===== config.mk =====
export PLATFORM = sky130hd
export DESIGN_NAME = ctrl_registers
export DESIGN_NICKNAME = d
export VERILOG_FILES = /design/src/verilog/mempool_ctrl_pkg.sv /design/src/verilog/mempool_addr_pkg.sv /design/src/verilog/ctrl_registers.sv
export SDC_FILE = /design/constraint.sdc
export NUM_CORES = 1
export LEC_CHECK = 0
export CAP_MARGIN = 20
export CORE_ASPECT_RATIO = 1.4
export CORE_MARGIN = 5
export CORE_UTILIZATION = 61
export DETAILED_ROUTE_END_ITERATION = 8
export DONT_BUFFER_PORTS = 1
export PLACE_DENSITY = 0.88
export SYNTH_ARGS = -nofsm -noshare
export SYNTH_HDL_FRONTEND = slang
export SYNTH_SLANG_ARGS = --single-unit

===== constraint.sdc =====
create_clock -name clk_i -period 0.9 [get_ports clk_i]
set_input_delay 0.09 -clock clk_i [delete_from_list [all_inputs] [get_ports clk_i]]
set_output_delay 0.09 -clock clk_i [all_outputs]
set_load 0.005 [all_outputs]

===== src/verilog/mempool_ctrl_pkg.sv =====
// MemPool control register definitions
// Register offsets, core count and the EOC register layout
package mempool_ctrl_pkg;

  localparam int unsigned NumCores = 4;

  // Offsets inside the 64-byte control window
  localparam int unsigned OffsetWidth = 6;
  localparam logic [OffsetWidth-1:0] EocOffset      = 6'h00;
  localparam logic [OffsetWidth-1:0] WakeUpOffset   = 6'h04;
  localparam logic [OffsetWidth-1:0] NumCoresOffset = 6'h08;

  // EOC word, seen raw by the host and as fields by the hardware
  typedef union packed {
    logic [31:0] raw;
    struct packed {
      logic [30:0] exit_code;
      logic        done;      // Bit 0, drives eoc_valid_o
    } fields;
  } eoc_reg_u;

endpackage : mempool_ctrl_pkg


===== src/verilog/mempool_addr_pkg.sv =====
// MemPool system address map
// Bus widths, target windows and in-flight limits for the host datapath
package mempool_addr_pkg;

  // Bus widths
  localparam int unsigned DataWidth  = 32;
  localparam int unsigned AddrWidth  = 32;
  localparam int unsigned StrbWidth  = DataWidth / 8;
  localparam int unsigned ByteOffset = $clog2(StrbWidth); // Address bits below the word index

  // L2 scratch memory, 1 KiB
  localparam logic [31:0] L2BaseAddr = 32'h8000_0000;
  localparam int unsigned L2NumWords = 256;
  localparam int unsigned L2IdxWidth = $clog2(L2NumWords);

  // Boot ROM
  localparam logic [31:0] BootromBaseAddr  = 32'hA000_0000;
  localparam int unsigned BootromNumWords  = 16;
  localparam int unsigned BootromIdxWidth  = $clog2(BootromNumWords);
  localparam logic [31:0] BootromImageBase = 32'hB007_0000; // Word i holds base plus i

  // Control register window
  localparam logic [31:0] CtrlBaseAddr    = 32'h4000_0000;
  localparam int unsigned CtrlWindowBytes = 64;

  // In-flight tracking, shared by the credit counter and the response FIFO
  localparam int unsigned NumOutstanding = 4;
  localparam int unsigned CreditWidth    = $clog2(NumOutstanding + 1);
  localparam int unsigned PtrWidth       = $clog2(NumOutstanding);

  typedef enum logic [1:0] {
    TgtCtrl,
    TgtL2,
    TgtBootrom,
    TgtNone     // Unmapped address
  } target_e;

endpackage : mempool_addr_pkg

===== src/verilog/ctrl_registers.sv =====
// Control registers
// End-of-computation word, per-core wake-up pulses and the core count
`timescale 1ns/1ns

module ctrl_registers (
  input  logic                                   clk_i,
  input  logic                                   arst_n_i,
  input  logic                                   req_i,
  input  logic                                   we_i,
  input  logic [mempool_addr_pkg::AddrWidth-1:0] addr_i,
  input  logic [mempool_addr_pkg::DataWidth-1:0] wdata_i,
  output logic [mempool_addr_pkg::DataWidth-1:0] rdata_o,
  output logic                                   err_o,
  output logic [mempool_ctrl_pkg::NumCores-1:0]  wake_up_o,
  output logic                                   eoc_valid_o
);

  logic [mempool_ctrl_pkg::OffsetWidth-1:0] offset;
  mempool_ctrl_pkg::eoc_reg_u               eoc_q;
  logic [mempool_ctrl_pkg::NumCores-1:0]    wake_up_q;
  logic [mempool_addr_pkg::DataWidth-1:0]   rdata_d, rdata_q;
  logic                                     err_d, err_q;
  logic                                     eoc_wr, wake_wr;

  assign offset  = addr_i[mempool_ctrl_pkg::OffsetWidth-1:0];
  assign eoc_wr  = req_i && we_i && (offset == mempool_ctrl_pkg::EocOffset);
  assign wake_wr = req_i && we_i && (offset == mempool_ctrl_pkg::WakeUpOffset);

  // Read mux and access check
  always_comb begin
    rdata_d = '0;
    err_d   = 1'b0;
    case (offset)
      mempool_ctrl_pkg::EocOffset:      rdata_d = eoc_q.raw;
      mempool_ctrl_pkg::WakeUpOffset:   rdata_d = '0;       // Write-only pulse
      mempool_ctrl_pkg::NumCoresOffset: begin
        err_d   = we_i;                                     // Read-only
        rdata_d = we_i ? '0 : mempool_addr_pkg::DataWidth'(mempool_ctrl_pkg::NumCores);
      end
      default:                          err_d = 1'b1;
    endcase
  end

  always_ff @(posedge clk_i or negedge arst_n_i) begin
    if (!arst_n_i) begin
      eoc_q     <= '0;
      wake_up_q <= '0;
      err_q     <= 1'b0;
    end else begin
      if (eoc_wr) eoc_q.raw <= wdata_i;
      wake_up_q <= wake_wr ? wdata_i[mempool_ctrl_pkg::NumCores-1:0] : '0; // One-cycle pulse
      if (req_i) err_q <= err_d;
    end
  end

  always_ff @(posedge clk_i) begin
    if (req_i) rdata_q <= rdata_d;
  end

  assign rdata_o     = rdata_q;
  assign err_o       = err_q;
  assign wake_up_o   = wake_up_q;
  assign eoc_valid_o = eoc_q.fields.done;

endmodule : ctrl_registers


; ---- After elaboration in Yosys (flattened, before gate mapping)
; Index checks and enable logic that the tools add are counted.
[totals]
register_bits = 69
input_bits = 68
output_inout_bits = 38
elab_cells = 15
[classes]
eq_ne = 2
muxes = 4
reduce_logical = 5
[op_table]
columns = cell, count
row1 = $pmux 32 s2, 1
row2 = $eq 6x3->1 const B, 1
row3 = $eq 6x4->1 const B, 1
row4 = $logic_not 6->1, 1
row5 = $mux 4, 1
row6 = $logic_and 1x1->1, 3
row7 = $mux 3, 1
row8 = $pmux 1 s2, 1
row9 = $reduce_or 2->1, 1

; ---- Logic depth before layout (Yosys ltp)
[logic_depth]
word_depth = 3
mapped_depth = 4
depth_no_buf = 3

; ---- Least setup slack after synthesis
; Ideal clock, no wire load.
[synth_timing]
kind = input to register
startpoint = input port addr_i[1] in the netlist's numbering
endpoint = register eoc_q[0] in the netlist's numbering
setup_time_ns = 0.125
t_arrival_ns = 1.543
required_time_ns = 0.775
setup_slack_ns = -0.768
stages = 4
path_buffers = 1
path_cell_list = or4_4 -> nor4_4 -> buf_6 -> mux2_2
[synth_between]
elab_chain_len = 2
[synth_lines]
columns = item, line_no
row1 = "start, declared", ctrl_registers.sv:10  ; input logic [mempool_addr_pkg::AddrWidth-1:0] addr_i,
row2 = $logic_not 6->1, ctrl_registers.sv:26  ; assign eoc_wr = req_i && we_i && (offset == mempool_ctrl_pkg::EocOffset);
row3 = $logic_and 1x1->1, ctrl_registers.sv:26
row4 = "end, declared", ctrl_registers.sv:19  ; mempool_ctrl_pkg::eoc_reg_u eoc_q;
; Every way passes these cells.
; A chain may end at the register's enable or synchronous reset.

; ---- Final worst setup path
[layout_timing]
startpoint = input port addr_i[1] in the netlist's numbering
endpoint = register eoc_q[14] in the netlist's numbering
; Same word-level chain as after synthesis.

==> impl_metrics.yaml <==
sta:
  fin_crit_ns: 1.345
  hold_violations: 70
  skew_ns: 0.003172
  max_freq_mhz: 743.3
  tightest_slew_ns: 0.2466
  worst_slack_ns: -0.4454
  drv_slew: 0
  whs_ns: -0.5546
  rsz0062_at_grt: "yes"
  finalSetupViolCount: 67
  min_period_over_period: 1.495
  slew_headroom: 0.8344
synth:
  synth_edf_count: 32
  synth-xor-area-share: 0
  ys.flop_type: "dfrtp_1"
  synth_fa_ha_area_frac: 0
  yosysMostFrequentCell: "dfrtp_1"
  synthSimpleGateAreaFrac: 0.1069
  async_flop_share: 0.5362
  synth_top_area_share: 0.3698
  syn_avg_cell_area_sq_um: 16.87
  yosysTopAreaCell: "edfxtp_1"
  synth_nets: 222
  synth.area.mux_share: 0.1425
  yosysWarnings: 0
  ys_top_cells_by_count: "dfrtp_1 (37), and2_1 (35), edfxtp_1 (32), mux2_2 (30)"
  synth-seq-cells: 69
  seq_area_frac_synth: 0.7260
  synth_compound_area_frac: 0.004333
  syn_area_sq_um: 2599
  yosysUniqueCellTypes: 17
  synth_top_family_by_area: "multiplexers"
  syn_inst: 154
  netlist_top_cells_area: "edfxtp_1 (37%), dfrtp_1 (36%), mux2_2 (13%)"
drt:
  drt_iter0_drc: 47
  avgRoutedWirePerCell_um: 20.54
  drt_drc_violations_left: 0
  dr_wl_met2_mm: 2.763
  dr_total_vias: 1442
  wl_met3_um: 310
  first_pass_iters: 4
  detail-route-antenna-nets: 0
  viasPerCell: 5.568
  highest_layer: "met4"
  drt_wl_total_mm: 5.319
  met1Wirelength_mm: 2.124
layout:
  diodes: 0
  nets: 277
  fin_area_sq_um: 3503
  areaGrowthSynthToFinish_pct: 34.81
  final_layout_size_suffix_gt1_frac: 0.3178
placed_design:
  gp_congestion: 0.7372
  portBuffers: 0
  dp_slack_ns: -0.8500
  placed_cell_area_sq_um: 2660
clocking:
  cts_sinks: 69
  cts-htree-levels: 3
  cts-root-buf: "clkbuf_8"
  clk_latency_ns: 0.33
  numCtsBuffers: 9
  cts_tree: "yes"
  clk_pin_slew_ns: 0.07
  cts_buffer_depth: 2
setup_path:
  start_kind: "input pin"
  worstPathBufferInverterCount: 2
  criticalPathCategory: "in2reg"
  crit_chain: "or4_4 -> nor4_4 -> buf_6 -> buf_12 -> mux2_2"
  crit_path_end_kind: "register"
  crit_arrival_ns: 1.56
  cp_slowest_cell: "or4_4"
  cp_top_family: "simple AND/OR/NAND/NOR gates"
  required_ns: 1.12
  crit_path_max_incr_delay_ns: 0.54
  crit_path_max_fanout: 12
grt:
  antenna_found_initial: 0
  grt_pass1_vias: 1533
  grtUsageTotal: 0.1930
  grt_max_degree: 38
  globalRouteOverflowTotal: 0
  grt_pass1_wl_mm: 7.769
power_and_ir_drop:
  p_leak_nw: 1.538
  total_power_w: 0.006933
  peakVddDrop_mv: 1.932
  p_per_area_nw_per_um2: 1979
floorplanning:
  dieArea_sq_um: 5684
  fp.coreArea_sq_um: 4169
  die_y_um: 87.23
  die_x_um: 65.17
  num_rows: 28
  num_io_pins: 106
  start_util: 0.6233
hold_path:
  hold_class: "in2async"
status:
  status: "complete, but fails checks"
  violations: "negative hold slack, negative setup slack"
flow_run:
  maxCapViolCount: 0
-- cells by family (layout without fill, tap and decap cells) --
| kind of cell | Yosys count | in the layout |
|---|---|---|
| flip-flops | 69 | 69 |
| AND/OR/NAND/NOR | 42 | 42 |
| multiplexers | 33 | 33 |
| buffers and inverters | 8 | 68 |
| AO/OA/AOI/OAI | 2 | 2 |
-- final timing paths --
| check | slack, ns | to | startpoint | depth (start not counted) |
|---|---|---|---|---|
| worst max-delay path | -0.45 | eoc_q[14]$_DFFE_PN0P_ | addr_i[1] | 5 |
| worst min-delay path | -0.55 | eoc_q[23]$_DFFE_PN0P_ | arst_n_i | 0 |
| worst max register to register | 0.01 | rdata_o[2]$_DFFE_PP_ | eoc_q[2]$_DFFE_PN0P_ | 2 |
| worst min register to register | 0.50 | eoc_q[31]$_DFFE_PN0P_ | eoc_q[31]$_DFFE_PN0P_ | 1 |
| max in group asynchronous | 1.36 | eoc_q[11]$_DFFE_PN0P_ | arst_n_i | 0 |
| min in group clk_i | -0.13 | err_o$_DFFE_PN0P_ | req_i | 1 |
-- power breakdown --
group | total (W) | leakage (nW) | switching (W) | internal, W
logic | 0.000342 | 0.585 | 0.0000875 | 0.000254
clock network | 0.00303 | 0.124 | 0.00110 | 0.00193
registers | 0.00356 | 0.830 | 0.0000925 | 0.00347
-- sequential cells by signal, indices dropped and copies added, names as in the netlist --
name,flops
rdata_o,32
wake_up_o,4
err_o,1
eoc_q,32
-- layout by cell type, fill, tap and decap left out, drive strengths merged, types with 2 or more instances in the layout --
cell type / netlist / routed
dfrtp: 37 / 37
and2: 35 / 35
dlygate4sd3: 0 / 34
edfxtp: 32 / 32
mux2: 32 / 32
buf: 3 / 15
clkbuf: 3 / 12
bufinv: 0 / 3
inv: 2 / 2
clkinv: 0 / 2
nor3: 2 / 2
-- what timing repair did --
item | 4_1_cts | 5_1_grt
setup endpoints to repair | 67 | 68
buffers inserted | 3 | 2
pin swaps | 0 | 1
resized for setup | 24 | 18
endpoints found under the hold margin | 107 | 71
hold buffers | 33 | 1
gates cloned | 3 | 2
-- stage by stage --
| stage | cells | utilization | hold WS (ns) | TNS, ns |
|---|---|---|---|---|
| final | 259 | 0.8403 | -0.5546 | -24.22 |
| after floorplan | 154 | - | -0.2056 | -41.15 |
| after global placement | 199 | 0.6381 | -0.2047 | -42.27 |
| after CTS | 254 | 0.8091 | -0.5668 | -23.32 |
| after detailed placement | 199 | 0.6381 | -0.2048 | -45.39 |
| after global routing | 259 | 0.8403 | -0.5907 | -26.65 |
-- final cells by class --
cell class              count  area [sq um]
clock buffers              11         141.4
repair buffers             50         531.8
multi-input cells          77         772.0
flip-flops and latches     69          1887
inverters                   2         7.507
fillers                   193         665.6
clock inverters             5         107.6
well taps                  45         56.30
-- metal layers --
metal / track usage / vias up
li1: - / 651
met2: 0.3161 / 64
met4: 0.1038 / 0
met3: 0.06202 / 12
met1: 0.2244 / 715
met5: 0 / -
Note: power is estimated with default switching activity, not from simulation.
