File: config.mk
export PLATFORM = sky130hd
export DESIGN_NAME = rsp_queue
export DESIGN_NICKNAME = d
export VERILOG_FILES = /design/src/verilog/mempool_addr_pkg.sv /design/src/verilog/rsp_queue.sv
export SDC_FILE = /design/constraint.sdc
export NUM_CORES = 1
export LEC_CHECK = 0
export BUFFER_PORTS_ARGS = -buffer_cell sky130_fd_sc_hd__buf_4
export CAP_MARGIN = 20
export CORE_MARGIN = 2
export CORE_UTILIZATION = 55
export CTS_CLUSTER_DIAMETER = 200
export DETAILED_ROUTE_END_ITERATION = 6
export GPL_ROUTABILITY_DRIVEN = 0
export GPL_TIMING_DRIVEN = 1
export PLACE_DENSITY = 0.79
export SLEW_MARGIN = 15
export SYNTH_ARGS = -nofsm -noshare
export SYNTH_HDL_FRONTEND = slang
export SYNTH_SLANG_ARGS = --single-unit
File: constraint.sdc
create_clock -name clk_i -period 2.3 [get_ports clk_i]
set_input_delay 0.115 -clock clk_i [delete_from_list [all_inputs] [get_ports clk_i]]
set_output_delay 0.115 -clock clk_i [all_outputs]
set_load 0.02 [all_outputs]
File: src/verilog/mempool_addr_pkg.sv
// MemPool system address map
// Bus widths, target windows and in-flight limits for the host datapath
package mempool_addr_pkg;

  // Bus widths
  localparam int unsigned DataWidth  = 32;
  localparam int unsigned AddrWidth  = 32;
  localparam int unsigned StrbWidth  = DataWidth / 8;
  localparam int unsigned ByteOffset = $clog2(StrbWidth); // Address bits below the word index

  // L2 scratch memory, 1 KiB
  localparam logic [31:0] L2BaseAddr = 32'h8000_0000;
  localparam int unsigned L2NumWords = 256;
  localparam int unsigned L2IdxWidth = $clog2(L2NumWords);

  // Boot ROM
  localparam logic [31:0] BootromBaseAddr  = 32'hA000_0000;
  localparam int unsigned BootromNumWords  = 16;
  localparam int unsigned BootromIdxWidth  = $clog2(BootromNumWords);
  localparam logic [31:0] BootromImageBase = 32'hB007_0000; // Word i holds base plus i

  // Control register window
  localparam logic [31:0] CtrlBaseAddr    = 32'h4000_0000;
  localparam int unsigned CtrlWindowBytes = 64;

  // In-flight tracking, shared by the credit counter and the response FIFO
  localparam int unsigned NumOutstanding = 4;
  localparam int unsigned CreditWidth    = $clog2(NumOutstanding + 1);
  localparam int unsigned PtrWidth       = $clog2(NumOutstanding);

  typedef enum logic [1:0] {
    TgtCtrl,
    TgtL2,
    TgtBootrom,
    TgtNone     // Unmapped address
  } target_e;

endpackage : mempool_addr_pkg
File: src/verilog/rsp_queue.sv
// Response queue
// Picks the answering target's data and returns responses to the host in order
`timescale 1ns/1ns

module rsp_queue (
  input  logic                                   clk_i,
  input  logic                                   arst_n_i,
  input  logic                                   acc_valid_i,
  input  mempool_addr_pkg::target_e              acc_tgt_i,
  input  logic                                   acc_err_i,
  input  logic [mempool_addr_pkg::DataWidth-1:0] ctrl_rdata_i,
  input  logic                                   ctrl_err_i,
  input  logic [mempool_addr_pkg::DataWidth-1:0] l2_rdata_i,
  input  logic [mempool_addr_pkg::DataWidth-1:0] rom_rdata_i,
  output logic                                   rsp_valid_o,
  input  logic                                   rsp_ready_i,
  output logic [mempool_addr_pkg::DataWidth-1:0] rsp_rdata_o,
  output logic                                   rsp_err_o,
  output logic                                   rsp_pop_o
);

  logic                                     push_q;   // Access stage delayed by one cycle
  mempool_addr_pkg::target_e                tgt_q;
  logic                                     acc_err_q;
  logic [mempool_addr_pkg::DataWidth-1:0]   new_rdata;
  logic                                     new_err;
  logic [mempool_addr_pkg::DataWidth-1:0]   data_q [mempool_addr_pkg::NumOutstanding];
  logic                                     err_q  [mempool_addr_pkg::NumOutstanding];
  logic [mempool_addr_pkg::PtrWidth-1:0]    wr_ptr_q, rd_ptr_q;
  logic [mempool_addr_pkg::CreditWidth-1:0] count_q;
  logic                                     empty, store;

  always_ff @(posedge clk_i or negedge arst_n_i) begin
    if (!arst_n_i) push_q <= 1'b0;
    else           push_q <= acc_valid_i;
  end

  always_ff @(posedge clk_i) begin
    tgt_q     <= acc_tgt_i;
    acc_err_q <= acc_err_i;
  end

  assign new_err = acc_err_q || ((tgt_q == mempool_addr_pkg::TgtCtrl) && ctrl_err_i);

  always_comb begin
    case (tgt_q)
      mempool_addr_pkg::TgtCtrl:    new_rdata = ctrl_rdata_i;
      mempool_addr_pkg::TgtL2:      new_rdata = l2_rdata_i;
      mempool_addr_pkg::TgtBootrom: new_rdata = rom_rdata_i;
      default:                      new_rdata = '0;
    endcase
    if (new_err) new_rdata = '0;
  end

  // Fall-through when empty, so a fresh response reaches the host at once
  assign empty       = (count_q == '0);
  assign rsp_valid_o = push_q || !empty;
  assign rsp_rdata_o = empty ? new_rdata : data_q[rd_ptr_q];
  assign rsp_err_o   = empty ? new_err : err_q[rd_ptr_q];
  assign rsp_pop_o   = rsp_valid_o && rsp_ready_i;
  assign store       = push_q && !(empty && rsp_pop_o);

  always_ff @(posedge clk_i or negedge arst_n_i) begin
    if (!arst_n_i) begin
      wr_ptr_q <= '0;
      rd_ptr_q <= '0;
      count_q  <= '0;
    end else begin
      if (store) wr_ptr_q <= wr_ptr_q + 1'b1;
      if (rsp_pop_o && !empty) rd_ptr_q <= rd_ptr_q + 1'b1;
      count_q <= count_q + push_q - rsp_pop_o;
    end
  end

  always_ff @(posedge clk_i) begin
    if (store) begin
      data_q[wr_ptr_q] <= new_rdata;
      err_q[wr_ptr_q]  <= new_err;
    end
  end

  // Decoder credits keep the FIFO from overflowing
  assert property (@(posedge clk_i) disable iff (!arst_n_i)
    !(push_q && (count_q == mempool_addr_pkg::NumOutstanding)))
    else $error("push into full response queue");

endmodule : rsp_queue

Word-level counts from Yosys, hierarchy flattened
Memories as Yosys holds them, arrays and structs flattened. Cells that the tools add are included.

Bits in latches: 0. Memory bits (read-only): 0. Output and inout port bits: 35. Memories kept: 2. RAM bits: 132. Input bits: 104. Bits in registers: 11.

Div/mod/pow operators: 0. Equality and inequality tests: 2. Bitwise logic cells: 0. Multipliers: 0. Reductions and logical operators: 11. Shift-type cells: 0. Add/sub/neg operators: 4. Multiplexer cells: 6. Magnitude comparators: 0.

Memories: data_q (depth 4, bits a word 32, rd ports 1, clocked after Yosys merged registers in 0, write ports 1, line rsp_queue.sv:27) `logic [mempool_addr_pkg::DataWidth-1:0] data_q [mempool_addr_pkg::NumOutstanding];`; err_q (depth 4, bits a word 1, rd ports 1, clocked after Yosys merged registers in 0, write ports 1, line rsp_queue.sv:28) `logic err_q [mempool_addr_pkg::NumOutstanding];`.

Operator list (count): case mux 32 bit (3 select lines) (1); 2-to-1 mux 32 bit (2); logical AND 1 bit (5); adder 2 x 1 -> 2 bit, second input constant (2); adder 3 x 1 -> 3 bit (1); zero test 3 bit (1); 2-to-1 mux 1 bit (3); subtractor 3 x 1 -> 3 bit (1); equality test 2 x 1 -> 1 bit, second input constant (1); equality test 2 bit, second input constant (1); zero test 1 bit (2); zero test 2 bit (1); logical OR 1 bit (2).

Depth between registers and ports, before layout
Gate-level depths: netlist of run 1.

Word-level depth: 9. Gate-level depth with buffers: 9.

Worst setup path before layout of run 1
No wires, ideal clock.

Path kind: reg-to-reg. Start: register count_q[1] in the netlist's numbering. End: register count_q[1] in the netlist's numbering. Required time: 2.236 ns. Arrival time: 1.971 ns. Cell stages (with the launch flop): 9. Period minus slack after synthesis: 2.035 ns. Library setup time: 0.064 ns. Slack: 0.265 ns. Path through: dfrtp_1 > or3_1 > buf_4 > o21ai_0 > mux2i_1 > ha_1 > inv_1 > fa_1 > inv_1.

Cells in the longest elaborated chain, start to end: 5. Elaborated cells between the ends (all ways): 6. Those cells by class: add/sub: 2; reduce/logical: 4.

Ends and longest elaborated chain: start: declaration (line rsp_queue.sv:30) `logic [mempool_addr_pkg::CreditWidth-1:0] count_q;`; start signal: assignment (line rsp_queue.sv:71) `count_q <= count_q + push_q - rsp_pop_o;`; parallel branches: the longest is 4 deep, another holds adder 3 x 1 -> 3 bit; subtractor 3 x 1 -> 3 bit * (line rsp_queue.sv:71).

Mark *: on every way between the ends. A chain may end at the register's enable or synchronous reset.

Final worst setup path of run 1
Start: register tgt_q[0]. End: output port rsp_rdata_o[31] in the netlist's numbering.

Cells in the longest elaborated chain, start to end: 5. Elaborated cells between the ends (all ways): 8. Those cells by class: eq/ne: 2; mux: 3; reduce/logical: 3.

Ends and longest elaborated chain: start: declaration (line rsp_queue.sv:23) `mempool_addr_pkg::target_e tgt_q;`; start signal: assignment (line rsp_queue.sv:39) `tgt_q <= acc_tgt_i;`; parallel branches: the longest is 3 deep, another holds case mux 32 bit (3 select lines); 2-to-1 mux 32 bit * (line rsp_queue.sv:52) `if (new_err) new_rdata = '0;`; net new_rdata, one bit (line rsp_queue.sv:25) `logic [mempool_addr_pkg::DataWidth-1:0] new_rdata;`; 2-to-1 mux 32 bit * (line rsp_queue.sv:58) `assign rsp_rdata_o = empty ? new_rdata : data_q[rd_ptr_q];`; end: declaration (line rsp_queue.sv:17) `output logic [mempool_addr_pkg::DataWidth-1:0] rsp_rdata_o,`.

Mark *: on every way through the listed nets, which the timed path passes.

==> impl_metrics.py, run 1 <==
metrics = {
    "cts": {
        "root_buffer": "clkbuf_16",
        "cts.clk_slew.worst_paths_ns": 0.06,
        "cts_tree": "done",
        "clock_path_buffers": 2,
        "numCtsBuffers": 17,
        "post-cts-setup-buffers": 0,
        "htreeDepth": 4,
        "cts.sinks": 143,
        "clk-insertion-delay-late_ns": 0.41,
    },
    "logic_synthesis": {
        "synthDominantCellAreaShare": 0.599,
        "yosysMostFrequentCell": "edfxtp_1",
        "synth_edf_count": 132,
        "seq_area_frac_synth": 0.638,
        "synth.area.top_cells": "edfxtp_1 (60%), mux4_2 (11%), mux2_4 (6.8%)",
        "synth_area_um2": 6620,
        "avgSynthCellArea_um2": 19.9,
        "async_flop_share": 0.0559,
        "synth_top_area_cell": "edfxtp_1",
        "yosysWarnings": 0,
        "synth_ff_type": "edfxtp_1",
        "synth_common_cells": "edfxtp_1 (132), mux2_2 (36), mux4_2 (33)",
        "synth_cell_type_count": 29,
        "synth_nets": 443,
        "netlist_instances": 333,
        "synth_seq_cells": 143,
    },
    "drt": {
        "drt_first_pass_iters": 4,
        "drcViolationCount": 0,
        "via_per_inst": 5.76,
        "ant_nets": 0,
        "wirelength_mm": 14.0,
        "dr.first_iter.drc_count": 253,
        "wl_per_cell_um": 21.7,
        "vias": 3726,
    },
    "timing": {
        "fin_skew_ns": 0.00998,
        "fmax_mhz": 452,
        "period_share": 0.962,
        "rsz0062_at_grt": "false",
        "period_minus_slack_ns": 2.21,
        "hold_viol": 0,
        "setup_viol": 0,
        "slew_headroom": 0.385,
        "maxSlewViolCount": 0,
        "worstMarginPinSlew_ns": 0.923,
        "holdWs_ns": 0.0519,
        "fin_setup_tns_ns": 0,
    },
    "die": {
        "die_w_um": 114,
        "initial_core_util": 0.558,
        "dieArea_um2": 12900,
        "rows": 40,
        "ios": 139,
        "die_h_um": 114,
        "core_area_um2": 11900,
    },
    "critical_path": {
        "worstPathCellList": "buf_6, mux2_2, a32o_1, mux2_2, buf_4",
        "timing.rr.end": "data_q[3][4]$_DFFE_PP_",
        "timing.rr.start": "count_q[1]$_DFF_PN0_",
        "crit_start": "tgt_q[0]$_DFF_P_",
        "cpMostUsedCell": "mux2_2",
        "regToRegSetupSlack_ns": 0.16,
        "endpoint_kind": "output pin",
        "cp_num_cells": 5,
        "crit_fanout": 14,
        "crit_family": "multiplexers",
        "cp.required_ns": 2.18,
        "crit_end": "rsp_rdata_o[31]",
        "ff2ff_path_depth": 3,
        "worst_path_largest_cell_delay_ns": 0.36,
        "start_kind": "flip-flop",
        "crit_path_top_delay_cell": "dfxtp_2",
        "crit_arrival_ns": 2.10,
        "cp_num_buf_inv": 2,
        "worstSetupPathType": "flip-flop to output pin",
    },
    "layout": {
        "n_antenna_cell": 0,
        "area_growth_pct": 29.2,
        "drive_above_1_share": 0.650,
        "nNetsFinal": 598,
        "final_util": 0.721,
    },
    "placed_design": {
        "dp.final_hpwl_mm": 8.88,
        "port_buffers": 138,
    },
    "grt": {
        "globalRouteTotalUtil": 0.229,
        "grt_pass1_wl_mm": 21.7,
        "antenna_found_initial": 0,
        "grt_max_degree": 34,
        "overflow": 0,
        "grt_pass1_vias": 3904,
    },
    "power_and_ir_drop": {
        "cellLeakagePower_nw": 3.47,
        "powerDensity_nw_per_um2": 1210,
        "peakVddDrop_v": 0.000741,
    },
    "job": {
        "drv_cap": 0,
    },
    "min_path": {
        "worstHoldPathType": "input port to asynchronous set/reset pin",
    },
    "outcome": {
        "status": "finished clean",
    },
}
[worst register-to-register path, cell delays in order, from the launching register on]
cell and delay, ns:
dfrtp_1 0.42, or3_2 0.53, o21a_1 0.27, and2_2 0.52
[metrics by stage]
stage	cells	instance area (µm²)	worst slack [ns]	power, W
floorplan	333	6620	0.265	0.00614
CTS	647	8550	0.00682	0.0105
global route	647	8560	0.0221	0.0108
global placement	610	7860	0.217	0.00745
finish	647	8560	0.0867	0.0104
detailed placement	610	7860	0.117	0.00752
[flip-flops by register name (all words and copies together), names as in the netlist]
register   count
data_q       128
err_q          4
count_q        3
rd_ptr_q       2
tgt_q          2
wr_ptr_q       2
acc_err_q      1
push_q         1
[cell type report]
type | instances | area, µm²
Clock buffer | 18 | 429
Inverter | 6 | 22.5
Tap cell | 147 | 184
Clock inverter | 13 | 194
Multi-Input combinational cell | 158 | 2200
Fill cell | 714 | 3310
Timing Repair Buffer | 162 | 1300
Sequential cell | 143 | 4230
[worst min path at each step]
stage	end	start	slack [ns]
2_1_floorplan	count_q[0]$_DFF_PN0_	arst_n_i	-0.18
3_3_place_gp	count_q[2]$_DFF_PN0_	arst_n_i	-0.06
3_5_place_dp	count_q[1]$_DFF_PN0_	arst_n_i	-0.06
4_1_cts	count_q[0]$_DFF_PN0_	arst_n_i	0.04
5_1_grt	count_q[0]$_DFF_PN0_	arst_n_i	0.05
6_report	count_q[0]$_DFF_PN0_	arst_n_i	0.05
[layer usage]
layer | vias to the layer above | track usage | share of wire
met3 | 10 | 0.0489 | 0.062
met1 | 1872 | 0.290 | 0.40
met2 | 141 | 0.398 | 0.53
met5 | - | 0 | 0
met4 | 0 | 0.0764 | 0.010
li1 | 1703 | - | -
[kinds of logic after synthesis]
family / synth area share
AO/OA/AOI/OAI: 0.0571
XOR/XNOR: 0.00661
adder cells (fa/ha/maj): 0.0125
buffers and inverters: 0.0319
flip-flops: 0.638
multiplexers: 0.243
AND/OR/NAND/NOR: 0.0110
[layout by cell type (no fill, tap or decap), drive strengths merged]
master         n
clkinv         6
xnor2          5
nand2b         1
clkinvlp       1
inv            7
mux2          66
dfxtp          3
dlygate4sd3    6
clkbuf        18
nor3b          1
buf          156
nand3          1
bufinv         5
ha             5
edfxtp       132
o21ai          1
and2           4
a32o          32
or2            1
fa             1
o21bai         1
nor2           2
nand2          1
mux4          33
or3            1
dfrtp          8
mux2i          1
o21a           1
[timing repair]
item	4_1_cts	5_1_grt
endpoints found under the hold margin	14	0
endpoints found under the setup margin	3	4
hold buffers	6	0
gates resized for setup	3	3
[power breakdown]
group          switching, W  leakage, nW  total, W  internal, W
Clock              0.000985        0.305   0.00289      0.00190
Sequential         0.000210         1.37   0.00363      0.00342
Combinational       0.00188         1.80   0.00385      0.00197
Note: power is estimated with default switching activity, not from simulation.
==> run 2, diff against run 1 <==
- ABC_CLOCK_PERIOD_IN_PS: default -> 2300
- GPL_TIMING_DRIVEN: 1 -> 0
- SETUP_SLACK_MARGIN: default -> 0.3
==> run 2 against run 1 <==
Hold slack better by 0.0018 ns. Clock-buffer cell count is 7 higher. Core utilization is 5.4 points higher. Global-route usage is 0.44 points higher. First-iteration DRC count is 5.5% lower. Fmax is 1.1% lower.
==> impl_metrics.py, run 2 (synthesis results as in run 1) <==
metrics = {
    "critical_path": {
        "cp.required_ns": 2.18,
        "timing.rr.end": "data_q[1][9]$_DFFE_PP_",
        "crit_arrival_ns": 2.12,
        "crit_fanout": 10,
        "timing.rr.start": "count_q[0]$_DFF_PN0_",
        "start_kind": "flip-flop",
        "regToRegSetupSlack_ns": 0.34,
        "worstSetupPathType": "flip-flop to output pin",
        "ff2ff_path_depth": 4,
        "endpoint_kind": "output pin",
    },
    "cts": {
        "clock_path_buffers": 2,
        "cts.sinks": 143,
        "htreeDepth": 4,
        "cts.clk_slew.worst_paths_ns": 0.06,
        "root_buffer": "clkbuf_16",
        "clk-insertion-delay-late_ns": 0.41,
        "numCtsBuffers": 17,
        "cts_tree": "done",
    },
    "placed_design": {
        "dp.final_hpwl_mm": 9.33,
        "place_inst": 622,
        "port_buffers": 138,
        "postPlaceCellArea_um2": 7960,
    },
    "min_path": {
        "worstHoldPathType": "input port to flip-flop",
        "whs_path_depth": 2,
        "min_from": "rom_rdata_i[20]",
        "min_to": "data_q[0][20]$_DFFE_PP_",
    },
    "die": {
        "rows": 40,
        "ios": 139,
        "die_h_um": 114,
        "initial_core_util": 0.558,
        "core_area_um2": 11900,
        "die_w_um": 114,
        "dieArea_um2": 12900,
    },
    "timing": {
        "slew_headroom": 0.676,
        "fmax_mhz": 447,
        "fin_skew_ns": 0.00749,
        "worstMarginPinSlew_ns": 0.486,
        "rsz0062_at_grt": "true",
        "setup_viol": 0,
        "hold_viol": 0,
        "holdWs_ns": 0.0537,
        "maxSlewViolCount": 0,
        "period_minus_slack_ns": 2.24,
        "period_share": 0.973,
    },
    "grt": {
        "antenna_found_initial": 0,
        "grt_pass1_wl_mm": 22.2,
        "grt_max_degree": 20,
        "grt_pass1_vias": 4151,
        "overflow": 0,
        "globalRouteTotalUtil": 0.234,
    },
    "job": {
        "drv_cap": 0,
    },
    "drt": {
        "wirelength_mm": 15.1,
        "wl_per_cell_um": 21.9,
        "via_per_inst": 5.84,
        "ant_nets": 0,
        "dr.first_iter.drc_count": 239,
        "vias": 4028,
        "drt_first_pass_iters": 4,
        "drcViolationCount": 0,
    },
    "layout": {
        "largest_register": "data_q",
        "final_common_cell": "buf_4",
        "drive_above_1_share": 0.685,
        "final_area_um2": 9190,
        "reg.largest.list": "data_q (128), err_q (4), count_q (3)",
        "largest_reg_flops": 128,
        "area_growth_pct": 38.9,
        "instances_no_fill": 690,
        "nNetsFinal": 640,
        "mostFrequentLayoutCells": "buf_4 (146), edfxtp_1 (132), mux2_4 (40), mux4_2 (33), a32o_2 (32)",
        "n_antenna_cell": 0,
        "final.fill_count": 649,
    },
    "power_and_ir_drop": {
        "cellLeakagePower_nw": 3.83,
        "peakVddDrop_v": 0.000562,
        "powerDensity_nw_per_um2": 1170,
    },
    "outcome": {
        "status": "finished clean",
    },
}
[run 2: cell types whose count changed in the layout (fill, tap and decap cells not counted), sizes merged]
cell      before  now
buf          156  188
inv            7    6
clkinvlp       1    2
clkinv         6    4
bufinv         5    1
clkbuf        18   35
[run 2: repair_timing]
action | in CTS | in global routing
pin swaps | 5 | 7
gates cloned | 3 | 2
endpoints found under the hold margin | 13 | 0
endpoints found under the setup margin | 36 | 48
resized for setup | 70 | 22
setup buffers | 18 | 7
hold buffers | 6 | 0
[run 2: layout make-up]
| type | count | area [µm²] | area share |
|---|---|---|---|
| multi-input cells | 158 | 2280 | 0.248 |
| clock buffers | 25 | 475 | 0.0517 |
| plain buffers | 26 | 335 | 0.0365 |
| clock inverters | 7 | 65.1 | 0.00708 |
| flip-flops and latches | 143 | 4230 | 0.460 |
| well taps | 147 | 184 | 0.0200 |
| inverters | 6 | 22.5 | 0.00245 |
| repair buffers | 178 | 1600 | 0.174 |
[run 2: how the worst max path moves through the flow]
stage,cells after the start,endpoint,slack [ns],startpoint
final,6,rsp_rdata_o[21],0.06,tgt_q[0]$_DFF_P_
after global routing,7,rsp_rdata_o[14],0.02,tgt_q[0]$_DFF_P_
after CTS,6,rsp_rdata_o[21],0.05,tgt_q[0]$_DFF_P_
after detailed placement,9,count_q[2]$_DFF_PN0_,0.20,count_q[1]$_DFF_PN0_
after global placement,3,data_q[0][28]$_DFFE_PP_,-0.28,count_q[1]$_DFF_PN0_
after floorplan,8,count_q[1]$_DFF_PN0_,0.35,count_q[1]$_DFF_PN0_
[run 2: power breakdown]
part / internal (W) / switching (W) / leakage [nW]
clock: 0.00154 / 0.000968 / 0.261
combinational: 0.00253 / 0.00214 / 2.20
sequential: 0.00342 / 0.000144 / 1.37
total: 0.00748 / 0.00325 / 3.83
[run 2: metal layers]
metal | GRT usage | share of wire | routed length [µm] | vias up
li1 | - | - | - | 1796
met2 | 0.397 | 0.53 | 8000 | 154
met5 | 0 | 0 | 0 | -
met4 | 0.0943 | 0.021 | 320 | 0
met1 | 0.291 | 0.40 | 6000 | 2049
met3 | 0.0574 | 0.053 | 795 | 29
[run 2: per-stage QoR]
step | TNS (ns) | total power, W | util | setup slack [ns]
CTS | 0 | 0.0106 | 0.761 | 0.0487
global route | 0 | 0.0112 | 0.775 | 0.0171
detailed placement | 0 | 0.00760 | 0.671 | 0.201
global placement | -36.32 | 0.00740 | 0.661 | -0.280
finish | 0 | 0.0107 | 0.775 | 0.0625
floorplan | 0 | 0.00614 | - | 0.347
[run 2: critical path, cell delays in order, from the launching register on]
cell,delay (ns)
dfxtp_2,0.34
buf_12,0.15
buf_12,0.15
mux2_4,0.30
a32o_2,0.31
mux2_2,0.29
buf_4,0.16
