`config.mk`:
```
export PLATFORM = sky130hd
export DESIGN_NAME = host_req_decode
export DESIGN_NICKNAME = d
export VERILOG_FILES = /design/src/verilog/mempool_addr_pkg.sv /design/src/verilog/host_req_decode.sv
export SDC_FILE = /design/constraint.sdc
export NUM_CORES = 1
export LEC_CHECK = 0
export ABC_AREA = 1
export BUFFER_PORTS_ARGS = -buffer_cell sky130_fd_sc_hd__buf_2
export CORE_UTILIZATION = 45
export CTS_BUF_LIST = sky130_fd_sc_hd__clkbuf_4 sky130_fd_sc_hd__clkbuf_8
export DETAILED_ROUTE_END_ITERATION = 6
export PLACE_DENSITY = 0.89
export RECOVER_POWER = 100
export SKIP_CTS_REPAIR_TIMING = 1
export SLEW_MARGIN = 0
export SYNTH_ARGS = -nofsm -noshare
export SYNTH_HDL_FRONTEND = slang
export SYNTH_SLANG_ARGS = --single-unit
```
`constraint.sdc`:
```
create_clock -name clk_i -period 4.7 [get_ports clk_i]
set_input_delay 0.47 -clock clk_i [delete_from_list [all_inputs] [get_ports clk_i]]
set_output_delay 0.47 -clock clk_i [all_outputs]
set_load 0.01 [all_outputs]
```
`src/verilog/mempool_addr_pkg.sv`:
```
// MemPool system address map
// Bus widths, target windows and in-flight limits for the host datapath
package mempool_addr_pkg;

  // Bus widths
  localparam int unsigned DataWidth  = 32;
  localparam int unsigned AddrWidth  = 32;
  localparam int unsigned StrbWidth  = DataWidth / 8;
  localparam int unsigned ByteOffset = $clog2(StrbWidth); // Address bits below the word index

  // L2 scratch memory, 1 KiB
  localparam logic [31:0] L2BaseAddr = 32'h8000_0000;
  localparam int unsigned L2NumWords = 256;
  localparam int unsigned L2IdxWidth = $clog2(L2NumWords);

  // Boot ROM
  localparam logic [31:0] BootromBaseAddr  = 32'hA000_0000;
  localparam int unsigned BootromNumWords  = 16;
  localparam int unsigned BootromIdxWidth  = $clog2(BootromNumWords);
  localparam logic [31:0] BootromImageBase = 32'hB007_0000; // Word i holds base plus i

  // Control register window
  localparam logic [31:0] CtrlBaseAddr    = 32'h4000_0000;
  localparam int unsigned CtrlWindowBytes = 64;

  // In-flight tracking, shared by the credit counter and the response FIFO
  localparam int unsigned NumOutstanding = 4;
  localparam int unsigned CreditWidth    = $clog2(NumOutstanding + 1);
  localparam int unsigned PtrWidth       = $clog2(NumOutstanding);

  typedef enum logic [1:0] {
    TgtCtrl,
    TgtL2,
    TgtBootrom,
    TgtNone     // Unmapped address
  } target_e;

endpackage : mempool_addr_pkg
```
`src/verilog/host_req_decode.sv`:
```
// Host request decoder
// Registers host requests into the shared access stage and keeps in-flight credits
`timescale 1ns/1ns

module host_req_decode (
  input  logic                                   clk_i,
  input  logic                                   arst_n_i,
  input  logic                                   req_valid_i,
  output logic                                   req_ready_o,
  input  logic [mempool_addr_pkg::AddrWidth-1:0] req_addr_i,
  input  logic                                   req_we_i,
  input  logic [mempool_addr_pkg::DataWidth-1:0] req_wdata_i,
  input  logic [mempool_addr_pkg::StrbWidth-1:0] req_strb_i,
  input  logic                                   rsp_pop_i,
  output logic                                   acc_valid_o,
  output mempool_addr_pkg::target_e              acc_tgt_o,
  output logic                                   acc_err_o,
  output logic                                   ctrl_req_o,
  output logic                                   l2_req_o,
  output logic                                   rom_req_o,
  output logic [mempool_addr_pkg::AddrWidth-1:0] acc_addr_o,
  output logic                                   acc_we_o,
  output logic [mempool_addr_pkg::DataWidth-1:0] acc_wdata_o,
  output logic [mempool_addr_pkg::StrbWidth-1:0] acc_strb_o,
  output logic                                   busy_o
);

  mempool_addr_pkg::target_e tgt;
  logic                                     err;
  logic                                     accept;
  logic [mempool_addr_pkg::CreditWidth-1:0] credit_q;

  function automatic logic in_window(logic [31:0] addr, logic [31:0] base, logic [31:0] size);
    return (addr >= base) && (addr < base + size);
  endfunction

  always_comb begin
    if (in_window(req_addr_i, mempool_addr_pkg::CtrlBaseAddr, mempool_addr_pkg::CtrlWindowBytes))
      tgt = mempool_addr_pkg::TgtCtrl;
    else if (in_window(req_addr_i, mempool_addr_pkg::L2BaseAddr,
                       mempool_addr_pkg::L2NumWords * mempool_addr_pkg::StrbWidth))
      tgt = mempool_addr_pkg::TgtL2;
    else if (in_window(req_addr_i, mempool_addr_pkg::BootromBaseAddr,
                       mempool_addr_pkg::BootromNumWords * mempool_addr_pkg::StrbWidth))
      tgt = mempool_addr_pkg::TgtBootrom;
    else
      tgt = mempool_addr_pkg::TgtNone;
  end

  // Unmapped or a write to the ROM
  assign err = (tgt == mempool_addr_pkg::TgtNone) ||
               ((tgt == mempool_addr_pkg::TgtBootrom) && req_we_i);

  assign req_ready_o = (credit_q != mempool_addr_pkg::NumOutstanding);
  assign accept      = req_valid_i && req_ready_o;
  assign busy_o      = (credit_q != '0);

  always_ff @(posedge clk_i or negedge arst_n_i) begin
    if (!arst_n_i) begin
      acc_valid_o <= 1'b0;
      ctrl_req_o  <= 1'b0;
      l2_req_o    <= 1'b0;
      rom_req_o   <= 1'b0;
    end else begin
      acc_valid_o <= accept;
      ctrl_req_o  <= accept && !err && (tgt == mempool_addr_pkg::TgtCtrl);
      l2_req_o    <= accept && !err && (tgt == mempool_addr_pkg::TgtL2);
      rom_req_o   <= accept && !err && (tgt == mempool_addr_pkg::TgtBootrom);
    end
  end

  // Payload of the access stage
  always_ff @(posedge clk_i) begin
    if (accept) begin
      acc_tgt_o   <= tgt;
      acc_err_o   <= err;
      acc_addr_o  <= req_addr_i;
      acc_we_o    <= req_we_i;
      acc_wdata_o <= req_wdata_i;
      acc_strb_o  <= req_strb_i;
    end
  end

  // One credit per request between acceptance and response pop
  always_ff @(posedge clk_i or negedge arst_n_i) begin
    if (!arst_n_i) credit_q <= '0;
    else if (accept && !rsp_pop_i) credit_q <= credit_q + 1'b1;
    else if (!accept && rsp_pop_i) credit_q <= credit_q - 1'b1;
  end

  // Pops come from rsp_queue and must never outnumber accepted requests
  assert property (@(posedge clk_i) disable iff (!arst_n_i)
    credit_q <= mempool_addr_pkg::NumOutstanding)
    else $error("credit count above limit");

endmodule : host_req_decode

```
# --- Word-level counts from Yosys, hierarchy flattened ---
# Cells that the tools add are included.
word_totals:
  regBits: 79
  in_bits: 73
  out_inout_bits: 78
  wordCells: 46
classes:
  eq_ne: 4
  order_cmp: 6
  muxes: 5
  n_reduce_logical: 18
  add_sub_neg: 2
op_table:
  columns: ["op", "count"]
  rows:
  - ["$ge 32x32->1 const B", 2]
  - ["$lt 32x32->1 const B", 2]
  - ["$ge 32x31->1 const B", 1]
  - ["$lt 32x31->1 const B", 1]
  - ["$logic_and 1x1->1", 11]
  - ["$mux 3", 2]
  - ["$eq 2x2->1 const B", 2]
  - ["$mux 2", 2]
  - ["$add 3x1->3 const B", 1]
  - ["$logic_not 1->1", 3]
  - ["$ne 3x3->1 const B", 1]
  - ["$reduce_bool 3->1", 1]
  - ["$sub 3x1->3 const B", 1]
  - ["$eq 2x1->1 const B", 1]
  - ["$logic_not 2->1", 1]
  - ["$reduce_bool 2->1", 1]
  - ["$logic_or 1x1->1", 1]
  - ["$mux 1", 1]

# --- Longest topological paths before layout ---
# Gate-level depths: netlist of the first run.
logic_depth:
  word_depth: 11
  mapped_depth: 10
  depth_no_buf: 10

# --- Worst setup path before layout of the first run ---
# No wires, ideal clock.
synth_timing:
  path_kind: "reg2reg"
  from: "reg credit_q[0] (netlist bit)"
  to: "reg credit_q[2] (netlist bit)"
  path_stages_with_launch: 11
  synth_period_minus_slack_ns: 3.432
  slack_ns: 1.268
  t_required_ns: 4.569
  t_arrival_ns: 3.301
  path_buffers: 0
  setup_time_ns: 0.131
  cell_sequence: "dfrtp_1 inv_1 nand3_1 nand2_1 inv_1 ha_1 inv_1 fa_1 a21oi_1 o21ai_0 xor2_1"
synth_via:
  elab_chain_len: 5
  word_cells_on_any_way: 10
  cone_classes: "2 x add/sub; 1 x eq/ne; 2 x mux; 5 x reduce/logical"
synth_rtl:
  columns: ["item", "line", "rtl"]
  rows:
  - ["start: declaration", "host_req_decode.sv:31", "logic [mempool_addr_pkg::CreditWidth-1:0] credit_q;"]
  - ["start signal: assignment", "host_req_decode.sv:87", "else if (accept && !rsp_pop_i) credit_q <= credit_q + 1'b1;"]
  - ["start signal: assignment", "host_req_decode.sv:88", "else if (!accept && rsp_pop_i) credit_q <= credit_q - 1'b1;"]
  - ["$ne 3x3->1 (*)", "host_req_decode.sv:54", "assign req_ready_o = (credit_q != mempool_addr_pkg::NumOutstanding);"]
  - ["named net req_ready_o", "host_req_decode.sv:9", "output logic req_ready_o,"]
  - ["$logic_and 1x1->1 (*)", "host_req_decode.sv:55", "assign accept = req_valid_i && req_ready_o;"]
  - ["named net accept", "host_req_decode.sv:30", "logic accept;"]
  - ["$logic_not 1->1", "host_req_decode.sv:88", null]
  - ["$logic_and 1x1->1", "host_req_decode.sv:88", null]
  - ["$reduce_bool 2->1 (no source line)", null, null]
# The timed path passes the listed nets; every way through them passes the cells marked *. The select of a mux whose other input is x is not followed.
# A chain may end at the register's enable or synchronous reset.

# --- Worst setup path in the final report of the first run ---
layout_timing:
  from: "reg credit_q[0] (netlist bit)"
  to: "reg acc_strb_o[3] (netlist bit), enable pin"
layout_via:
  elab_chain_len: 2
layout_rtl:
  columns: ["item", "line", "rtl"]
  rows:
  - ["$ne 3x3->1", "host_req_decode.sv:54", null]
  - ["$logic_and 1x1->1", "host_req_decode.sv:55", null]
  - ["named net accept", "host_req_decode.sv:30", null]
  - ["end signal: assignment", "host_req_decode.sv:80", "acc_strb_o <= req_strb_i;"]
  - ["end: declaration", "host_req_decode.sv:24", "output logic [mempool_addr_pkg::StrbWidth-1:0] acc_strb_o,"]
# The timed path passes the listed nets, and every way through them passes these cells.

==> results.sh, run 1 <==
export IMPL_status="finished with violations"
export IMPL_violations="capacitance limit, slew limit"
export IMPL_ant_nets=0
export IMPL_final_fill_count=495
export IMPL_slew_headroom=-0.158
export IMPL_combPwrFrac=0.157
export IMPL_crit_path_frequent_cell="inv_1"
export IMPL_cp_slowest_cell="clkbuf_2"
export IMPL_vias=1736
export IMPL_tightest_slew_ns=1.74
export IMPL_syn_to_final_growth_pct=33.1
export IMPL_gp_congestion=0.779
export IMPL_grt_overflow=0
export IMPL_fin_crit_ns=2.43
export IMPL_critPathMaxFanout=75
export IMPL_worstSkewPairLatency_ns=0.32
export IMPL_path_class="reg2reg"
export IMPL_core_area_um2=5610
export IMPL_row_count=27
export IMPL_syn_num_nets=222
export IMPL_hold_path_class="in2reg"
export IMPL_vdd_drop_max_mv=0.273
export IMPL_cp_required_ns=4.62
export IMPL_finish_net_count=385
export IMPL_ys_types=17
export IMPL_internal_power_w=0.00117
export IMPL_synth_top_family_by_area="simple AND/OR/NAND/NOR gates"
export IMPL_yosysWarnings=0
export IMPL_syn_instance_count=147
export IMPL_drt_iter0_drc=63
export IMPL_seqPwrFrac=0.588
export IMPL_drc_errors=0
export IMPL_wl_per_cell_um=14.4
export IMPL_startpoint_type="flip-flop"
export IMPL_max_clock_freq_mhz=412
export IMPL_grt_pass1_wl_um=8180
export IMPL_placed_cell_area_um2=3510
export IMPL_syn_cell_area_um2=2670
export IMPL_htreeDepth=3
export IMPL_fin_crit_sh=0.517
export IMPL_synth_xor_area_frac=0.00657
export IMPL_max_stage_delay_ns=1.25
export IMPL_start_util=0.475
export IMPL_port_buffers=150
export IMPL_rsz0062_at_grt="no"
export IMPL_synth_seq_cells=79
export IMPL_drive_gt1_frac=0.233
export IMPL_antenna_found_initial=0
export IMPL_fin_tns_setup_ns=0
export IMPL_wl_um=5550
export IMPL_finalPower_w=0.00159
export IMPL_setup_viol=0
export IMPL_clock_sinks=79
export IMPL_crit_arrival_ns=2.35
export IMPL_drv_cap=1
export IMPL_drtPass1Iterations=4
export IMPL_slew_viol_final=76
export IMPL_synthMuxAreaShare=0
export IMPL_n_antenna_cell=0
export IMPL_vias_per_cell=4.51
export IMPL_hpwl_um=4170
export IMPL_numCtsBuffers=9
export IMPL_synth_compound_area_share=0.00751
export IMPL_cts_reportedPaths_clkPinSlew_ns=0.07
export IMPL_final_cell_mix="clkbuf_1 (93), edfxtp_1 (72), buf_2 (57), nor2_1 (23), inv_1 (13)"
export IMPL_stdcell_area_um2=3550
export IMPL_layout_commonest_cell="clkbuf_1"
export IMPL_track_usage=0.182
export IMPL_die_width_um=79.0
export IMPL_grt_max_degree=76
export IMPL_grt_pass1_vias=1747
export IMPL_end_kind="flip-flop"
export IMPL_pwr_density_cell_nw_per_um2=447
export IMPL_synthAdderAreaFrac=0.0122
export IMPL_syn_area_per_cell_um2=18.1
export IMPL_synth_simple_area_share=0.0784
export IMPL_switching_share=0.261
export IMPL_p_sw_w=0.000414
export IMPL_die_h_um=79.0
export IMPL_cts_tree="built"
export IMPL_p_leak_nw=1.35
export IMPL_io_pins=151
export IMPL_final_core_util=0.632
export IMPL_fin_skew_ns=0.00383
export IMPL_clockBufferDepth=2
export IMPL_cts_root_buffer="clkbuf_8"
export IMPL_clkPwrFrac=0.254
export IMPL_crit_chain="inv_1 > nand3_1 > nand2_1 > inv_1 > clkbuf_2"
export IMPL_finalHoldViolations=0
export IMPL_seq_area_frac_synth=0.877
export IMPL_die_area_um2=6230
==> metrics by stage <==
step | hold WS (ns) | cells | setup WS (ns)
after detailed placement | 0.313 | 370 | 2.87
after global placement | 0.312 | 370 | 2.95
final | 0.317 | 385 | 2.27
after floorplan | 0.174 | 147 | 1.27
after global routing | 0.293 | 385 | 1.99
after CTS | -0.0530 | 384 | 2.86
==> cell type report <==
class / count / area (um2) / area share
multi-input combinational: 55 / 269 / 0.0759
clock inverter: 3 / 12.5 / 0.00353
timing repair buffer: 152 / 649 / 0.183
inverter: 13 / 48.8 / 0.0138
sequential: 79 / 2340 / 0.659
tap: 72 / 90.1 / 0.0254
clock buffer: 11 / 139 / 0.0392
==> Yosys cell counts (all sizes together) <==
cell | number | share of area
ha | 1 | 0.0047
nand2 | 13 | 0.019
o21ai | 1 | 0.0019
xnor2 | 1 | 0.0033
a21oi | 3 | 0.0056
inv | 13 | 0.018
nand3b | 1 | 0.0028
dfrtp | 7 | 0.066
fa | 1 | 0.0075
nor2 | 25 | 0.039
xor2 | 1 | 0.0033
nand3 | 7 | 0.015
or2 | 1 | 0.0023
edfxtp | 72 | 0.81
==> critical path: cells and delay by family (launching register included) <==
family / cells / cell delay [ns]
buffers and inverters: 3 / 1.40
flip-flops: 1 / 0.41
AND/OR/NAND/NOR: 2 / 0.17
==> flip-flops by register name, indices dropped and copies added (netlist names), 2 cells and up <==
register     count
acc_wdata_o     32
acc_tgt_o        2
acc_addr_o      32
credit_q         3
acc_strb_o       4
==> layer usage <==
| metal | global-route usage | share of wire | vias to the layer above |
|---|---|---|---|
| li1 | - | - | 846 |
| met1 | 0.201 | 0.38 | 795 |
| met2 | 0.319 | 0.53 | 87 |
| met3 | 0.0448 | 0.078 | 8 |
| met4 | 0.102 | 0.016 | 0 |
| met5 | 0 | 0 | - |
==> path summary, 6_finish.rpt <==
check / start / end / slack [ns] / cells after the start
worst max-delay path: credit_q[0] / acc_strb_o[3] / 2.27 / 5
worst min-delay path: req_wdata_i[16] / acc_wdata_o[16] / 0.32 / 1
worst max register to register: credit_q[0] / acc_strb_o[3] / 2.27 / 5
worst min register to register: credit_q[0] / credit_q[0] / 0.54 / 1
max in group asynchronous: arst_n_i / credit_q[1] / 3.86 / 2
min in group asynchronous: arst_n_i / rom_req_o / 0.57 / 2
==> logic make-up after synthesis <==
group	Yosys count
DFF	79
and+or+nand+nor	47
buffers and inverters	13
AOI/OAI and AO/OA	4
xor gates and xnor gates	2
adders and majority gates	2
==> power by group through the flow <==
stage | Combinational [W] | Sequential, W | Clock [W]
floorplan | 0.0000876 | 0.000991 | 0
global placement | 0.000266 | 0.000937 | 0
detailed placement | 0.000281 | 0.000942 | 0
CTS | 0.000281 | 0.000927 | 0.000416
global route | 0.000279 | 0.000942 | 0.000438
finish | 0.000250 | 0.000933 | 0.000403
Note: power is estimated with default switching activity, not from simulation.
==> run 2, diff against run 1 <==
--- a/config.mk
+++ b/config.mk
@@ -7,10 +7,10 @@
 export LEC_CHECK = 0
 export ABC_AREA = 1
 export BUFFER_PORTS_ARGS = -buffer_cell sky130_fd_sc_hd__buf_2
-export CORE_UTILIZATION = 45
+export CORE_UTILIZATION = 41
 export CTS_BUF_LIST = sky130_fd_sc_hd__clkbuf_4 sky130_fd_sc_hd__clkbuf_8
 export DETAILED_ROUTE_END_ITERATION = 6
-export PLACE_DENSITY = 0.89
+export PLACE_DENSITY = 0.86
 export RECOVER_POWER = 100
 export SKIP_CTS_REPAIR_TIMING = 1
 export SLEW_MARGIN = 0
==> constraint.sdc (replaced) <==
create_clock -name clk_i -period 2.1 [get_ports clk_i]
set_input_delay 0.21 -clock clk_i [delete_from_list [all_inputs] [get_ports clk_i]]
set_output_delay 0.21 -clock clk_i [all_outputs]
set_load 0.01 [all_outputs]
==> run 2 against run 1 <==
  * The run now ends clean
  * Sequential power increased by 120%
  * Clock power increased to 2.6 times the previous value
  * Total power increased by 140%
  * Largest cell class unchanged
  * Largest power group unchanged
  * Highest routed layer unchanged
==> results.sh, run 2 (synthesis gave the netlist of run 1 again) <==
export IMPL_status="complete, no violations"
export IMPL_tightest_slew_ns=0.386
export IMPL_rsz0062_at_grt="no"
export IMPL_ant_nets=0
export IMPL_numCtsBuffers=9
export IMPL_max_clock_freq_mhz=519
export IMPL_pwr_density_cell_nw_per_um2=1030
export IMPL_htreeDepth=3
export IMPL_preCtsSetupSlack_ns=0.242
export IMPL_drc_errors=0
export IMPL_switching_share=0.267
export IMPL_cts_tree="built"
export IMPL_drt_iter0_drc=55
export IMPL_vias=1742
export IMPL_final_fill_count=582
export IMPL_start_util=0.422
export IMPL_syn_to_final_growth_pct=36.2
export IMPL_layout_setup_ws_ns=0.174
export IMPL_crit_arrival_ns=2.14
export IMPL_min_from="req_wdata_i[15]"
export IMPL_die_area_um2=6830
export IMPL_core_area_um2=6310
export IMPL_holdPathStages=1
export IMPL_hpwl_um=4140
export IMPL_drv_cap=0
export IMPL_vdd_drop_max_mv=0.653
export IMPL_setup_viol=0
export IMPL_wl_per_cell_um=14.1
export IMPL_antenna_found_initial=0
export IMPL_worstSkewPairLatency_ns=0.33
export IMPL_clkPwrFrac=0.281
export IMPL_row_count=29
export IMPL_finish_net_count=385
export IMPL_r2r_slack_ns=0.17
export IMPL_die_h_um=82.6
export IMPL_combPwrFrac=0.161
export IMPL_worstHoldEndpoint="acc_wdata_o[15]"
export IMPL_fin_crit_sh=0.917
export IMPL_die_width_um=82.6
export IMPL_largestRegisters="acc_addr_o: 32 flops, acc_wdata_o: 32 flops, acc_strb_o: 4 flops"
export IMPL_finalPower_w=0.00373
export IMPL_io_pins=151
export IMPL_path_class="reg2reg"
export IMPL_gp_congestion=0.664
export IMPL_slew_headroom=0.743
export IMPL_track_usage=0.157
export IMPL_end_kind="flip-flop"
export IMPL_fin_tns_setup_ns=0
export IMPL_grt_pass1_vias=1624
export IMPL_port_buffers=150
export IMPL_cts_root_buffer="clkbuf_8"
export IMPL_hold_path_class="in2reg"
export IMPL_cp_required_ns=2.31
export IMPL_p_sw_w=0.000994
export IMPL_internal_power_w=0.00274
export IMPL_grt_overflow=0
export IMPL_clockBufferDepth=2
export IMPL_drive_gt1_frac=0.263
export IMPL_final_cell_mix="clkbuf_1 (90), edfxtp_1 (72), buf_2 (60), nor2_1 (23)"
export IMPL_p_leak_nw=1.37
export IMPL_slew_viol_final=0
export IMPL_clock_sinks=79
export IMPL_fin_crit_ns=1.93
export IMPL_critPathMaxFanout=3
export IMPL_reg2reg_from="credit_q[0]"
export IMPL_drtPass1Iterations=4
export IMPL_cts_reportedPaths_clkPinSlew_ns=0.08
export IMPL_grt_pass1_wl_um=7440
export IMPL_finalHoldViolations=0
export IMPL_wl_um=5530
export IMPL_worstRegToRegCells=10
export IMPL_n_antenna_cell=0
export IMPL_reg2reg_to="credit_q[2]"
export IMPL_fin_skew_ns=0.00643
export IMPL_startpoint_type="flip-flop"
export IMPL_layout_commonest_cell="clkbuf_1"
export IMPL_grt_max_degree=76
export IMPL_seqPwrFrac=0.558
export IMPL_vias_per_cell=4.44
[run 2: cell count changes in the layout (fill, tap and decap cells not counted), sizes merged]
cell,previous run,this run
clkinv,3,4
inv,13,12
clkbuf,105,99
buf,57,61
bufinv,0,1
clkinvlp,0,3
[run 2: worst max-delay path by stage]
stage / end / cells past startpoint / startpoint
floorplan: credit_q[1] / 9 / credit_q[0]
global placement: credit_q[2] / 10 / credit_q[0]
detailed placement: credit_q[2] / 10 / credit_q[0]
CTS: credit_q[2] / 10 / credit_q[0]
global route: credit_q[2] / 10 / credit_q[0]
finish: credit_q[2] / 10 / credit_q[0]
[run 2: area by class of cell]
| class | count | area, um2 | share of cell area |
|---|---|---|---|
| Inverter | 13 | 52.6 | 0.0145 |
| Multi-Input combinational cell | 55 | 289 | 0.0796 |
| Tap cell | 77 | 96.3 | 0.0265 |
| Clock buffer | 9 | 124 | 0.0341 |
| Clock inverter | 7 | 63.8 | 0.0176 |
| Sequential cell | 79 | 2340 | 0.644 |
| Timing Repair Buffer | 152 | 668 | 0.184 |
[run 2: per-layer routing]
layer  vias to the layer above  share of wire  global-route usage
li1                        847              -                   -
met1                       795           0.38               0.178
met2                        92           0.49               0.262
met3                         8           0.11              0.0549
met4                         0          0.016              0.0828
met5                         -              0                   0
[run 2: through the flow]
| step | util | hold WS [ns] | cell area [um2] | std cells |
|---|---|---|---|---|
| 6_report | 0.575 | 0.0439 | 3630 | 392 |
| 5_1_grt | 0.575 | 0.0175 | 3630 | 392 |
| 4_1_cts | 0.595 | -0.319 | 3760 | 391 |
| 3_5_place_dp | 0.565 | 0.0497 | 3570 | 375 |
| 3_3_place_gp | 0.565 | 0.0437 | 3570 | 375 |
| 2_1_floorplan | - | -0.0856 | 2700 | 147 |
[run 2: worst max-delay path, cell delays in order, from the launching register on]
cell and delay, ns:
dfrtp_1 0.43, inv_1 0.11, nand3_4 0.10, nand2_4 0.06, clkinvlp_4 0.08, ha_1 0.14
inv_1 0.07, fa_1 0.39, a21oi_1 0.15, o21ai_0 0.12, xor2_1 0.15
[run 2: power groups by stage]
stage	clock network [W]	registers [W]	logic, W
2_1_floorplan	0	0.00222	0.000229
3_3_place_gp	0	0.00210	0.000644
3_5_place_dp	0	0.00211	0.000670
4_1_cts	0.00108	0.00208	0.000671
5_1_grt	0.00114	0.00211	0.000662
6_report	0.00105	0.00208	0.000599
==> run 3, diff against run 2 <==
--- a/config.mk
+++ b/config.mk
@@ -10,6 +10,7 @@
 export CORE_UTILIZATION = 41
 export CTS_BUF_LIST = sky130_fd_sc_hd__clkbuf_4 sky130_fd_sc_hd__clkbuf_8
 export DETAILED_ROUTE_END_ITERATION = 6
+export GPL_TIMING_DRIVEN = 0
 export PLACE_DENSITY = 0.86
 export RECOVER_POWER = 100
 export SKIP_CTS_REPAIR_TIMING = 1
==> run 3 against run 2 <==
  * Non-clock buffer count grew 6
  * Via count grew 1.9%
  * Total power grew 11%
==> results.sh, run 3 (synthesis gave the netlist of run 1 again) <==
export IMPL_finalHoldViolations=0
export IMPL_cp_slowest_cell="dfrtp_2"
export IMPL_critPathMaxFanout=11
export IMPL_tightest_slew_ns=0.759
export IMPL_vdd_drop_max_mv=0.729
export IMPL_track_usage=0.162
export IMPL_io_pins=151
export IMPL_hold_path_class="in2reg"
export IMPL_slew_headroom=0.492
export IMPL_min_from="req_wdata_i[9]"
export IMPL_status="complete, no violations"
export IMPL_finish_net_count=392
export IMPL_n_antenna_cell=0
export IMPL_layout_setup_ws_ns=0.170
export IMPL_antenna_found_initial=0
export IMPL_drv_cap=0
export IMPL_setup_viol=0
export IMPL_hpwl_um=4130
export IMPL_worstSkewPairLatency_ns=0.35
export IMPL_startpoint_type="flip-flop"
export IMPL_drive_gt1_frac=0.382
export IMPL_layout_commonest_cell="buf_2"
export IMPL_final_cell_count_no_fill=399
export IMPL_row_count=29
export IMPL_fin_skew_ns=0.0111
export IMPL_end_kind="flip-flop"
export IMPL_cts_tree="built"
export IMPL_combPwrFrac=0.175
export IMPL_max_stage_delay_ns=0.40
export IMPL_htreeDepth=3
export IMPL_p_leak_nw=1.51
export IMPL_drc_errors=0
export IMPL_cts_root_buffer="clkbuf_8"
export IMPL_drt_iter0_drc=74
export IMPL_pwr_density_cell_nw_per_um2=1080
export IMPL_multi_input_area_um2=309
export IMPL_path_class="reg2reg"
export IMPL_critical_path_top_delay_family="adder cells"
export IMPL_clkPwrFrac=0.322
export IMPL_crit_path_frequent_cell="inv_2"
export IMPL_seqCellArea_um2=2340
export IMPL_grt_max_degree=43
export IMPL_die_width_um=82.6
export IMPL_cp_depth=11
export IMPL_slew_viol_final=0
export IMPL_crit_chain="inv_2 > nand3_4 > nand2_4 > clkinvlp_4 > buf_12 > ha_4 > inv_2 > fa_1 > a21oi_1 > o21ai_0 > xor2_1"
export IMPL_grt_pass1_wl_um=7600
export IMPL_worstRegToRegCells=11
export IMPL_die_area_um2=6830
export IMPL_die_h_um=82.6
export IMPL_wl_um=5810
export IMPL_grt_pass1_vias=1637
export IMPL_switching_share=0.251
export IMPL_vias=1775
export IMPL_final_fill_count=543
export IMPL_cp_required_ns=2.32
export IMPL_max_clock_freq_mhz=518
export IMPL_worst_path_buf_inv=4
export IMPL_numCtsBuffers=9
export IMPL_seqPwrFrac=0.503
export IMPL_finalPower_w=0.00413
export IMPL_vias_per_cell=4.45
export IMPL_crit_arrival_ns=2.15
export IMPL_final_cell_mix="buf_2 (87), edfxtp_1 (72), clkbuf_1 (63), nor2_1 (22), nand2_1 (11)"
export IMPL_reg2reg_from="credit_q[0]"
export IMPL_cts_reportedPaths_clkPinSlew_ns=0.08
export IMPL_port_buffers=150
export IMPL_largestRegisters="acc_addr_o: 32 flops, acc_wdata_o: 32 flops, acc_strb_o: 4 flops"
export IMPL_reg2reg_to="credit_q[2]"
export IMPL_worstHoldEndpoint="acc_wdata_o[9]"
export IMPL_dp_cells=375
export IMPL_wl_per_cell_um=14.6
export IMPL_holdPathStages=1
export IMPL_fin_crit_sh=0.919
export IMPL_clock_sinks=79
export IMPL_internal_power_w=0.00309
export IMPL_fin_crit_ns=1.93
export IMPL_r2r_slack_ns=0.17
export IMPL_p_sw_w=0.00104
export IMPL_preCtsSetupSlack_ns=-0.572
export IMPL_core_area_um2=6310
export IMPL_ant_nets=0
export IMPL_start_util=0.422
export IMPL_drtPass1Iterations=4
export IMPL_gp_congestion=0.670
export IMPL_grt_overflow=0
export IMPL_clockBufferDepth=2
export IMPL_syn_to_final_growth_pct=43.4
==> run 3: worst max path at each step <==
stage / start / end
after floorplan: credit_q[0] / credit_q[1]
after global placement: credit_q[0] / credit_q[1]
after detailed placement: credit_q[0] / credit_q[1]
after CTS: credit_q[0] / credit_q[1]
after global routing: credit_q[1] / credit_q[2]
final: credit_q[0] / credit_q[2]
==> run 3: power groups by stage <==
stage	logic, W	clock network [W]	registers, W
floorplan	0.000229	0	0.00222
global placement	0.000622	0	0.00211
detailed placement	0.000665	0	0.00211
CTS	0.000667	0.00136	0.00208
global route	0.000805	0.00141	0.00211
finish	0.000725	0.00133	0.00208
==> run 3: per-layer routing <==
metal	up-vias	share of wire	track usage	wire (um)
met5	-	0	0	0
met2	87	0.50	0.272	2910
met1	821	0.38	0.179	2200
li1	859	-	-	-
met4	0	0.012	0.0672	71
met3	8	0.11	0.0725	627
==> run 3: per-stage QoR <==
step | hold WS, ns | TNS (ns) | util | area [um2]
global route | 0.00983 | -0.00787 | 0.605 | 3820
detailed placement | 0.0512 | -1.24 | 0.565 | 3570
global placement | 0.0441 | -34.26 | 0.562 | 3550
floorplan | -0.0856 | -7.60 | - | 2700
finish | 0.0327 | 0 | 0.605 | 3820
CTS | -0.323 | -1.28 | 0.603 | 3810
==> run 3: layout make-up <==
type | count | share of cell area
clock buffer | 10 | 0.0344
sequential | 79 | 0.612
clock inverter | 6 | 0.0282
tap | 77 | 0.0252
inverter | 13 | 0.0137
multi-input combinational | 55 | 0.0809
timing repair inverter | 1 | 0.00131
timing repair buffer | 158 | 0.205
